<file path="src/audmix_defs.svh">
`ifndef AUDMIX_DEFS_SVH
`define AUDMIX_DEFS_SVH

//////////////////////////////
// datapath widths
//////////////////////////////

// one audio sample on the ports
`define AUD_W 16

// signed accumulator, one guard bit above a sample
`define ACC_W (`AUD_W + 1)

// attenuation field, top bit is mute, rest is the shift
`define ATT_W 5

//////////////////////////////
// apb register map
//////////////////////////////

`define APB_AW 4

`define REG_CTRL_OFS 0
`define REG_VOL_OFS  4

`endif
</file>
<file path="src/audmix_pkg.sv">
`include "audmix_defs.svh"

package audmix_pkg;

	// sample as carried on the ports, sign handled by each stage
	typedef logic [`AUD_W-1:0] sample_t;

	// value passed between the stages
	typedef logic signed [`ACC_W-1:0] acc_t;

	// crossfeed between left and right
	typedef enum logic [1:0] {
		MIX_NONE = 2'd0,
		MIX_LOW  = 2'd1,
		MIX_MID  = 2'd2,
		MIX_FULL = 2'd3
	} mix_mode_e;

	// register offsets on the apb port
	typedef enum logic [`APB_AW-1:0] {
		REG_CTRL = `REG_CTRL_OFS,
		REG_VOL  = `REG_VOL_OFS
	} reg_addr_e;

endpackage

</file>
<file path="src/audmix_top.sv">
`timescale 1ns/1ps
`include "audmix_defs.svh"

module audmix_top
	import audmix_pkg::*;
(
	input  logic               clk,
	input  logic               resetd,
	input  logic               i_psel,
	input  logic               i_penable,
	input  logic               i_pwrite,
	input  logic [`APB_AW-1:0] i_paddr,
	input  logic [31:0]        i_pwdata,
	output logic [31:0]        o_prdata,
	output logic               o_pready,
	output logic               o_pslverr,
	input  sample_t            i_core_l,
	input  sample_t            i_core_r,
	input  sample_t            i_pcm_l,
	input  sample_t            i_pcm_r,
	output sample_t            o_aud_l,
	output sample_t            o_aud_r
);

	mix_mode_e         mix;
	logic              is_signed;
	logic [`ATT_W-1:0] att;

	sample_t core_l;
	sample_t core_r;
	acc_t    sum_l;
	acc_t    sum_r;
	sample_t pre_l;
	sample_t pre_r;
	acc_t    xf_l;
	acc_t    xf_r;

	//////////////////////////////
	// settings
	//////////////////////////////

	audmix_regs u_regs (
		.clk       (clk),
		.resetd    (resetd),
		.i_psel    (i_psel),
		.i_penable (i_penable),
		.i_pwrite  (i_pwrite),
		.i_paddr   (i_paddr),
		.i_pwdata  (i_pwdata),
		.o_prdata  (o_prdata),
		.o_pready  (o_pready),
		.o_pslverr (o_pslverr),
		.o_mix     (mix),
		.o_signed  (is_signed),
		.o_att     (att)
	);

	//////////////////////////////
	// left channel
	//////////////////////////////

	audmix_input_filter u_filt_l (
		.clk      (clk),
		.resetd   (resetd),
		.i_sample (i_core_l),
		.o_sample (core_l)
	);

	audmix_sum_stage u_sum_l (
		.clk      (clk),
		.resetd   (resetd),
		.i_sample (core_l),
		.i_pcm    (i_pcm_l),
		.i_signed (is_signed),
		.o_sum    (sum_l),
		.o_pre    (pre_l)
	);

	// right half scale feeds the left blend
	audmix_crossfeed_stage u_xf_l (
		.clk         (clk),
		.resetd      (resetd),
		.i_sum       (sum_l),
		.i_other_pre (pre_r),
		.i_mix       (mix),
		.o_mix       (xf_l)
	);

	audmix_att_clamp u_att_l (
		.clk      (clk),
		.resetd   (resetd),
		.i_mix    (xf_l),
		.i_att    (att),
		.o_sample (o_aud_l)
	);

	//////////////////////////////
	// right channel
	//////////////////////////////

	audmix_input_filter u_filt_r (
		.clk      (clk),
		.resetd   (resetd),
		.i_sample (i_core_r),
		.o_sample (core_r)
	);

	audmix_sum_stage u_sum_r (
		.clk      (clk),
		.resetd   (resetd),
		.i_sample (core_r),
		.i_pcm    (i_pcm_r),
		.i_signed (is_signed),
		.o_sum    (sum_r),
		.o_pre    (pre_r)
	);

	audmix_crossfeed_stage u_xf_r (
		.clk         (clk),
		.resetd      (resetd),
		.i_sum       (sum_r),
		.i_other_pre (pre_l),
		.i_mix       (mix),
		.o_mix       (xf_r)
	);

	audmix_att_clamp u_att_r (
		.clk      (clk),
		.resetd   (resetd),
		.i_mix    (xf_r),
		.i_att    (att),
		.o_sample (o_aud_r)
	);

endmodule

</file>
<file path="src/audmix_att_clamp.sv">
`timescale 1ns/1ps
`include "audmix_defs.svh"

module audmix_att_clamp
	import audmix_pkg::*;
(
	input  logic              clk,
	input  logic              resetd,
	input  acc_t              i_mix,
	input  logic [`ATT_W-1:0] i_att,
	output sample_t           o_sample
);

	acc_t shifted;
	logic ovf;

	// volume step of 6 dB per shift
	always_ff @(posedge clk) begin
		if (resetd) begin
			shifted <= '0;
		end else if (i_att[`ATT_W-1]) begin
			shifted <= '0;
		end else begin
			shifted <= i_mix >>> i_att[`ATT_W-2:0];
		end
	end

	// guard bit and sign disagree, value is out of 16 bit range
	assign ovf = shifted[`ACC_W-1] ^ shifted[`ACC_W-2];

	always_ff @(posedge clk) begin
		if (resetd) begin
			o_sample <= '0;
		end else if (ovf) begin
			o_sample <= {shifted[`ACC_W-1], {(`AUD_W-1){~shifted[`ACC_W-1]}}};
		end else begin
			o_sample <= shifted[`AUD_W-1:0];
		end
	end

endmodule

</file>
<file path="src/audmix_crossfeed_stage.sv">
`timescale 1ns/1ps
`include "audmix_defs.svh"

module audmix_crossfeed_stage
	import audmix_pkg::*;
(
	input  logic      clk,
	input  logic      resetd,
	input  acc_t      i_sum,
	input  sample_t   i_other_pre,
	input  mix_mode_e i_mix,
	output acc_t      o_mix
);

	acc_t other;
	acc_t mix_next;

	// other channel is already half scale
	assign other = {i_other_pre[`AUD_W-1], i_other_pre};

	//////////////////////////////
	// blend, wraps at 17 bits
	//////////////////////////////

	always_comb begin
		case (i_mix)
			MIX_LOW: begin
				mix_next = i_sum - (i_sum >>> 3) + (other >>> 2);
			end
			MIX_MID: begin
				mix_next = i_sum - (i_sum >>> 2) + (other >>> 1);
			end
			MIX_FULL: begin
				// plain mono
				mix_next = (i_sum >>> 1) + other;
			end
			default: begin
				mix_next = i_sum;
			end
		endcase
	end

	always_ff @(posedge clk) begin
		if (resetd) begin
			o_mix <= '0;
		end else begin
			o_mix <= mix_next;
		end
	end

endmodule

</file>
<file path="src/audmix_sum_stage.sv">
`timescale 1ns/1ps
`include "audmix_defs.svh"

module audmix_sum_stage
	import audmix_pkg::*;
(
	input  logic    clk,
	input  logic    resetd,
	input  sample_t i_sample,
	input  sample_t i_pcm,
	input  logic    i_signed,
	output acc_t    o_sum,
	output sample_t o_pre
);

	acc_t conv;
	acc_t pcm_ext;
	acc_t sum_next;

	// host pcm is always two's complement
	assign pcm_ext = {i_pcm[`AUD_W-1], i_pcm};
	assign sum_next = conv + pcm_ext;

	// unsigned core audio is halved, so it sits at half scale
	always_ff @(posedge clk) begin
		if (resetd) begin
			conv <= '0;
		end else if (i_signed) begin
			conv <= {i_sample[`AUD_W-1], i_sample};
		end else begin
			conv <= {2'b00, i_sample[`AUD_W-1:1]};
		end
	end

	// half scale copy goes to the other channel with the sum
	always_ff @(posedge clk) begin
		if (resetd) begin
			o_sum <= '0;
			o_pre <= '0;
		end else begin
			o_sum <= sum_next;
			o_pre <= sum_next[`ACC_W-1:1];
		end
	end

endmodule

</file>
<file path="src/audmix_input_filter.sv">
`timescale 1ns/1ps
`include "audmix_defs.svh"

module audmix_input_filter
	import audmix_pkg::*;
(
	input  logic    clk,
	input  logic    resetd,
	input  sample_t i_sample,
	output sample_t o_sample
);

	// core audio may come from another clock, so it can be
	// caught halfway through an update
	sample_t dly1;
	sample_t dly2;
	sample_t dly3;

	always_ff @(posedge clk) begin
		if (resetd) begin
			dly1 <= '0;
			dly2 <= '0;
			dly3 <= '0;
		end else begin
			dly1 <= i_sample;
			dly2 <= dly1;
			dly3 <= dly2;
		end
	end

	// hold the last value seen twice in a row
	always_ff @(posedge clk) begin
		if (resetd) begin
			o_sample <= '0;
		end else if (dly2 == dly3) begin
			o_sample <= dly2;
		end
	end

endmodule

</file>
<file path="src/audmix_regs.sv">
`timescale 1ns/1ps
`include "audmix_defs.svh"

module audmix_regs
	import audmix_pkg::*;
(
	input  logic              clk,
	input  logic              resetd,
	input  logic              i_psel,
	input  logic              i_penable,
	input  logic              i_pwrite,
	input  logic [`APB_AW-1:0] i_paddr,
	input  logic [31:0]       i_pwdata,
	output logic [31:0]       o_prdata,
	output logic              o_pready,
	output logic              o_pslverr,
	output mix_mode_e         o_mix,
	output logic              o_signed,
	output logic [`ATT_W-1:0] o_att
);

	logic access;
	logic hit_ctrl;
	logic hit_vol;

	// access phase of a transfer, never any wait states
	assign access = i_psel & i_penable;

	always_comb begin
		hit_ctrl = 1'b0;
		hit_vol = 1'b0;
		case (i_paddr)
			REG_CTRL: hit_ctrl = 1'b1;
			REG_VOL: hit_vol = 1'b1;
			default: ;
		endcase
	end

	assign o_pready = access;
	assign o_pslverr = access & ~hit_ctrl & ~hit_vol;

	//////////////////////////////
	// read path
	//////////////////////////////

	always_comb begin
		o_prdata = '0;
		if (access & ~i_pwrite) begin
			if (hit_ctrl) begin
				o_prdata[2:0] = {o_signed, o_mix};
			end
			if (hit_vol) begin
				o_prdata[`ATT_W-1:0] = o_att;
			end
		end
	end

	//////////////////////////////
	// write path
	//////////////////////////////

	// takes effect on the edge that closes the access cycle
	always_ff @(posedge clk) begin
		if (resetd) begin
			o_mix <= MIX_NONE;
			o_signed <= 1'b0;
			o_att <= '0;
		end else if (access & i_pwrite) begin
			if (hit_ctrl) begin
				o_mix <= mix_mode_e'(i_pwdata[1:0]);
				o_signed <= i_pwdata[2];
			end
			if (hit_vol) begin
				o_att <= i_pwdata[`ATT_W-1:0];
			end
		end
	end

endmodule

</file>
<file path="config.mk">
export PLATFORM = sky130hd
export DESIGN_NAME = audmix_top
export DESIGN_NICKNAME = d
export VERILOG_FILES = /design/src/audmix_pkg.sv /design/src/audmix_top.sv /design/src/audmix_att_clamp.sv /design/src/audmix_crossfeed_stage.sv /design/src/audmix_sum_stage.sv /design/src/audmix_input_filter.sv /design/src/audmix_regs.sv
export VERILOG_INCLUDE_DIRS = /design/src
export SDC_FILE = /design/constraint.sdc
export NUM_CORES = 1
export LEC_CHECK = 0
export BUFFER_PORTS_ARGS = -buffer_cell sky130_fd_sc_hd__buf_4
export CAP_MARGIN = 5
export CORE_ASPECT_RATIO = 0.7
export CORE_MARGIN = 1.5
export CORE_UTILIZATION = 38
export DETAILED_ROUTE_END_ITERATION = 8
export GPL_ROUTABILITY_DRIVEN = 0
export GPL_TIMING_DRIVEN = 0
export MAX_ROUTING_LAYER = met4
export SLEW_MARGIN = 15
export SYNTH_ARGS = -nofsm -noshare
export SYNTH_HDL_FRONTEND = slang
export SYNTH_SLANG_ARGS = --single-unit
</file>
<file path="constraint.sdc">
create_clock -name clk -period 4.05 [get_ports clk]
set_input_delay 0.405 -clock clk [delete_from_list [all_inputs] [get_ports clk]]
set_output_delay 0.405 -clock clk [all_outputs]
set_load 0.1 [all_outputs]
</file>
Word-level counts from Yosys, hierarchy flattened --
Cells that the tools add are included.
Cells by class: multipliers 0, $lt $le $gt $ge 0, divide/modulo/power cells 0, reduce and logical (&&, ||, !) cells 5, add/subtract/negate cells 12, eq/ne operators 6, shift-type cells 2, multiplexer cells 11, bitwise logic cells 13
Operators with widths (number):
- one-hot mux 17 bit (3 select lines) | 2
- adder 16 x 16 -> 17 bit | 4
- adder 17 x 14 -> 17 bit | 2
- adder 17 x 15 -> 17 bit | 2
- >>> shifter 17 x 4 -> 17 bit | 2
- subtractor 17 x 14 -> 17 bit | 2
- subtractor 17 x 15 -> 17 bit | 2
- == test 16 bit | 2
- two-way mux 16 bit | 2
- two-way mux 15 bit | 2
- two-way mux 5 bit | 2
- inverter 1 bit | 6
- AND 1 bit | 5
- == test 2 bit, second input constant | 2
- == test 4 x 3 -> 1 bit, second input constant | 1
- logical NOT 4 bit | 1
- AND reduction 2 bit | 2
- OR reduction 2 bit | 2
- two-way mux 3 bit | 1
- == test 2 x 1 -> 1 bit, second input constant | 1
- two-way mux 1 bit | 2
- XOR 1 bit | 2
Word-level totals: ROM bits 0, bits in registers 334, latch bits 0, memories 0, word-level logic and storage cells 74, memory bits (writable) 0

Longest topological paths before layout --
word-level depth 5, mapped depth 14

Modules after synthesis --
From an unflattened synthesis, not the netlist that was laid out.
Unflattened totals: cell total of the unflattened synthesis 2261, area, all modules 20352.0 µm²
By module, submodules not included:
- audmix_input_filter | area an instance 2117.0 µm², times used 2, sequential area each 1281.2 µm², cells an instance 172
- audmix_crossfeed_stage at u_xf_r | area an instance 4205.3 µm², times used 1, sequential area each 340.3 µm², cells an instance 548
- audmix_crossfeed_stage at u_xf_l | area an instance 3983.8 µm², times used 1, sequential area each 340.3 µm², cells an instance 504
- audmix_sum_stage | area an instance 1851.8 µm², times used 2, sequential area each 660.6 µm², cells an instance 200
- audmix_att_clamp | area an instance 1785.5 µm², times used 2, sequential area each 660.6 µm², cells an instance 194
- audmix_regs | area an instance 654.4 µm², times used 1, sequential area each 160.2 µm², cells an instance 77

Worst setup path before layout --
Ideal clock, no wire load.
path kind register -> register, start reg, netlist name u_sum_l.o_pre[4], end reg u_xf_l.o_mix[15], required time 3.931 ns, slack 0.737 ns, data arrival time 3.195 ns, stages on the path, launching flop included 12, setup time 0.119 ns, clock period less this slack 3.313 ns, cell sequence dfxtp_1 > inv_1 > fa_1 > inv_1 > ha_1 > o31a_1 > and4_4 > a2111oi_2 > o21ai_1 > and4_4 > o32a_1 > o221a_1
RTL lines:
- end signal, assigned | RTL line audmix_crossfeed_stage.sv:47 | o_mix <= mix_next;
- end, declared | RTL line audmix_crossfeed_stage.sv:12 | output acc_t o_mix

==> results by group <==
Timing
  – Crit share post-route: 96.0%
  – Final setup fails: 0
  – RSZ-0062 raised after global routing: no
  – Min Tclk post-route: 3.89 ns
  – Max Freq: 0.257 GHz
  – Final hold viol count: 0
  – Slew Limit Fails: 0
  – Clock Skews: 0.0166 ns
  – Worst-Margin Slew: 1.09 ns
  – Max transition margin: 27.5%
  – Setup TNS: 0 ns

Route
  – Routed wl met2: 21200 microns
  – WL/cell: 18.3 microns
  – Top sig layer: met4
  – DRT iter0 DRCs: 1355
  – Met3 routed WL: 4240 microns
  – Routed wire length: 51300 microns
  – Remaining DRCs: 0
  – M1 WL: 24900 microns
  – Via/cell ratio: 5.23
  – Drt first pass iters: 5
  – DR vias: 14600
  – Post-DRT Antenna Nets: 0

Power
  – VDD IR max: 0.000261 V
  – Final Power: 8150 uW
  – P_leak: 0.00939 uW
  – Power Density: 391 mW/mm^2

Global routing
  – First-pass GRT wire length: 78700 microns
  – Pin count of the biggest net entering global routing: 17
  – Total gr overflow: 0
  – Vias in the first global route: 14000
  – Initial antenna violation count: 1
  – Gr usage total: 21.2%

Logic synthesis
  – Unique cell type count in the Yosys netlist: 78
  – Yosys reg bits: 302
  – Synth async-reset ratio: 0%
  – Netlist Area Pre-Place: 0.0180 sq mm
  – Avg Cell Area, Syn: 9.11 sq um
  – Leading post-synthesis cells by cell area: dfxtp_1, ha_1, fa_1
  – Largest area contributor in the netlist: dfxtp_1
  – Ys flop type: dfxtp_1
  – Area share of the largest cell type after synthesis: 33.6%
  – Top cells by count, synth: dfxtp_1, inv_1, nor2_1, ha_1, nor2b_1
  – Synth Instances: 1978
  – Warnings from Yosys: 0
  – Top-count cell post-synth: dfxtp_1
  – EDFF count, synth: 0
  – Register area share after synthesis: 33.6%

Setup path
  – Crit start category: register
  – WP data arrival: 4.33 ns
  – CP max FO: 5
  – CP Class: reg2reg
  – Critical path required time: 4.49 ns
  – CP Capture Type: register

Placed design
  – DP HPWL: 41100 microns
  – Number of port buffers: 115

Layout
  – Fraction of layout cells with a size suffix above 1: 12.4%
  – Final core occ: 44.7%
  – Layout net count: 2462
  – Synth-to-Final Area Change: 15.8%

Clock tree
  – CTS Buffer Depth: 3
  – Clk sinks: 302
  – H-tree Lvls: 1
  – Worst-path clk slew: 0.07 ns
  – TritonCTS clock tree: built
  – Total CTS buffers: 27
  – Clock latency on the worst-skew pair: 0.57 ns
  – Number of hold buffers added after CTS: 0
  – Clk root buf: clkbuf_16

Run status
  – Status: completed

Die
  – Die Y: 185 microns
  – Starting Density: 38.6%
  – Die Width: 263 microns
  – Core box area: 0.0467 sq mm
  – FP Rows: 66
  – I/O pin count: 171
  – Die area: 0.0487 sq mm

Job
  – MaxCap Viol Count: 0

Worst hold path
  – Worst min-delay path category: in2reg
sequential cells by signal, summed over array words and instances, names as in the netlist, 17 cells and up:
register	flops
u_xf_r.o_mix	17
u_att_r.shifted	17
u_xf_l.o_mix	17
u_att_l.shifted	17
kinds of logic after synthesis:
| kind of cell | Yosys count | share of synthesized area [%] |
|---|---|---|
| other cells | 1 | 0.0208 |
| mux | 120 | 7.85 |
| simple gates | 531 | 14.6 |
| fa+ha+maj | 195 | 16.2 |
| flops | 302 | 33.6 |
| buf+inv | 300 | 6.83 |
| xor+xnor | 114 | 5.54 |
| compound gates | 415 | 15.4 |
where the power goes:
group / switching (uW) / total [uW] / internal [uW] / leakage, uW
logic: 1400 / 2260 / 864 / 0.00644
clock network: 1190 / 2710 / 1520 / 0.000472
registers: 97.9 / 3180 / 3080 / 0.00247
total: 2680 / 8150 / 5460 / 0.00939
repair_timing:
action                                  4_1_cts  5_1_grt
resized for setup                             0       23
buffers inserted                              0       14
endpoints found under the setup margin        0       12
worst max-delay path, stage by stage (launching register included):
cell and delay (ns):
dfxtp_1 0.47, inv_1 0.25, fa_1 0.59, inv_1 0.04, ha_1 0.34, o31a_1 0.35, and4_4 0.21, a2111oi_2 0.52
o21ai_1 0.22, and4_4 0.22, o32a_1 0.34, o221a_1 0.22
metrics by stage:
step,instances,hold WS (ns),area (sq um),worst slack (ns)
6_report,2796,0.0405,20900,0.163
5_1_grt,2796,0.0305,20900,0.00110
4_1_cts,2781,0.0239,20700,0.0237
3_5_place_dp,2731,0.421,19700,0.0471
3_3_place_gp,2731,0.416,19700,0.105
2_1_floorplan,2004,0.414,18100,0.737
worst paths after layout:
kind / slack [ns] / to / from / depth (start not counted)
max: 0.16 / u_xf_l.o_mix[15] / u_sum_l.o_pre[4] / 11
min: 0.04 / u_filt_r.dly1[2] / i_core_r[2] / 2
max reg2reg: 0.16 / u_xf_l.o_mix[15] / u_sum_l.o_pre[4] / 11
min reg2reg: 0.44 / u_filt_l.dly2[15] / u_filt_l.dly1[15] / 1
cell usage in the layout, fill, tap and decap left out, types with 16 or more instances in the layout:
| cell | count |
|---|---|
| nor4_1 | 16 |
| conb_1 | 27 |
| nand2_1 | 88 |
| a221oi_1 | 19 |
| nor2_1 | 185 |
| nor3_1 | 27 |
| mux4_2 | 16 |
| xor2_1 | 65 |
| nor2b_1 | 123 |
| o21ai_0 | 65 |
| buf_4 | 156 |
| fa_1 | 63 |
| inv_1 | 179 |
| mux2i_1 | 94 |
| clkbuf_16 | 27 |
| a211oi_1 | 56 |
| ha_1 | 132 |
| a21o_1 | 28 |
| dfxtp_1 | 296 |
| nand2b_1 | 21 |
| xnor2_1 | 49 |
| a21oi_1 | 122 |
| clkbuf_1 | 73 |
cell type report:
| type | instances | area [sq um] |
|---|---|---|
| diodes | 1 | 2.50 |
| plain buffers | 113 | 531 |
| clock buffers | 38 | 797 |
| clock inverters | 12 | 146 |
| fillers | 4563 | 25800 |
| inverters | 187 | 724 |
| multi-input cells | 1402 | 10900 |
| flip-flops and latches | 302 | 6050 |
| well taps | 612 | 766 |
| repair buffers | 129 | 968 |
routing by layer:
| metal | track usage [%] | vias to the layer above |
|---|---|---|
| met5 | - | - |
| met2 | 30.5 | 497 |
| li1 | - | 7087 |
| met1 | 30.6 | 6982 |
| met3 | 4.72 | 66 |
| met4 | 3.75 | 0 |
No activity file was read; power rests on OpenSTA's default activity.
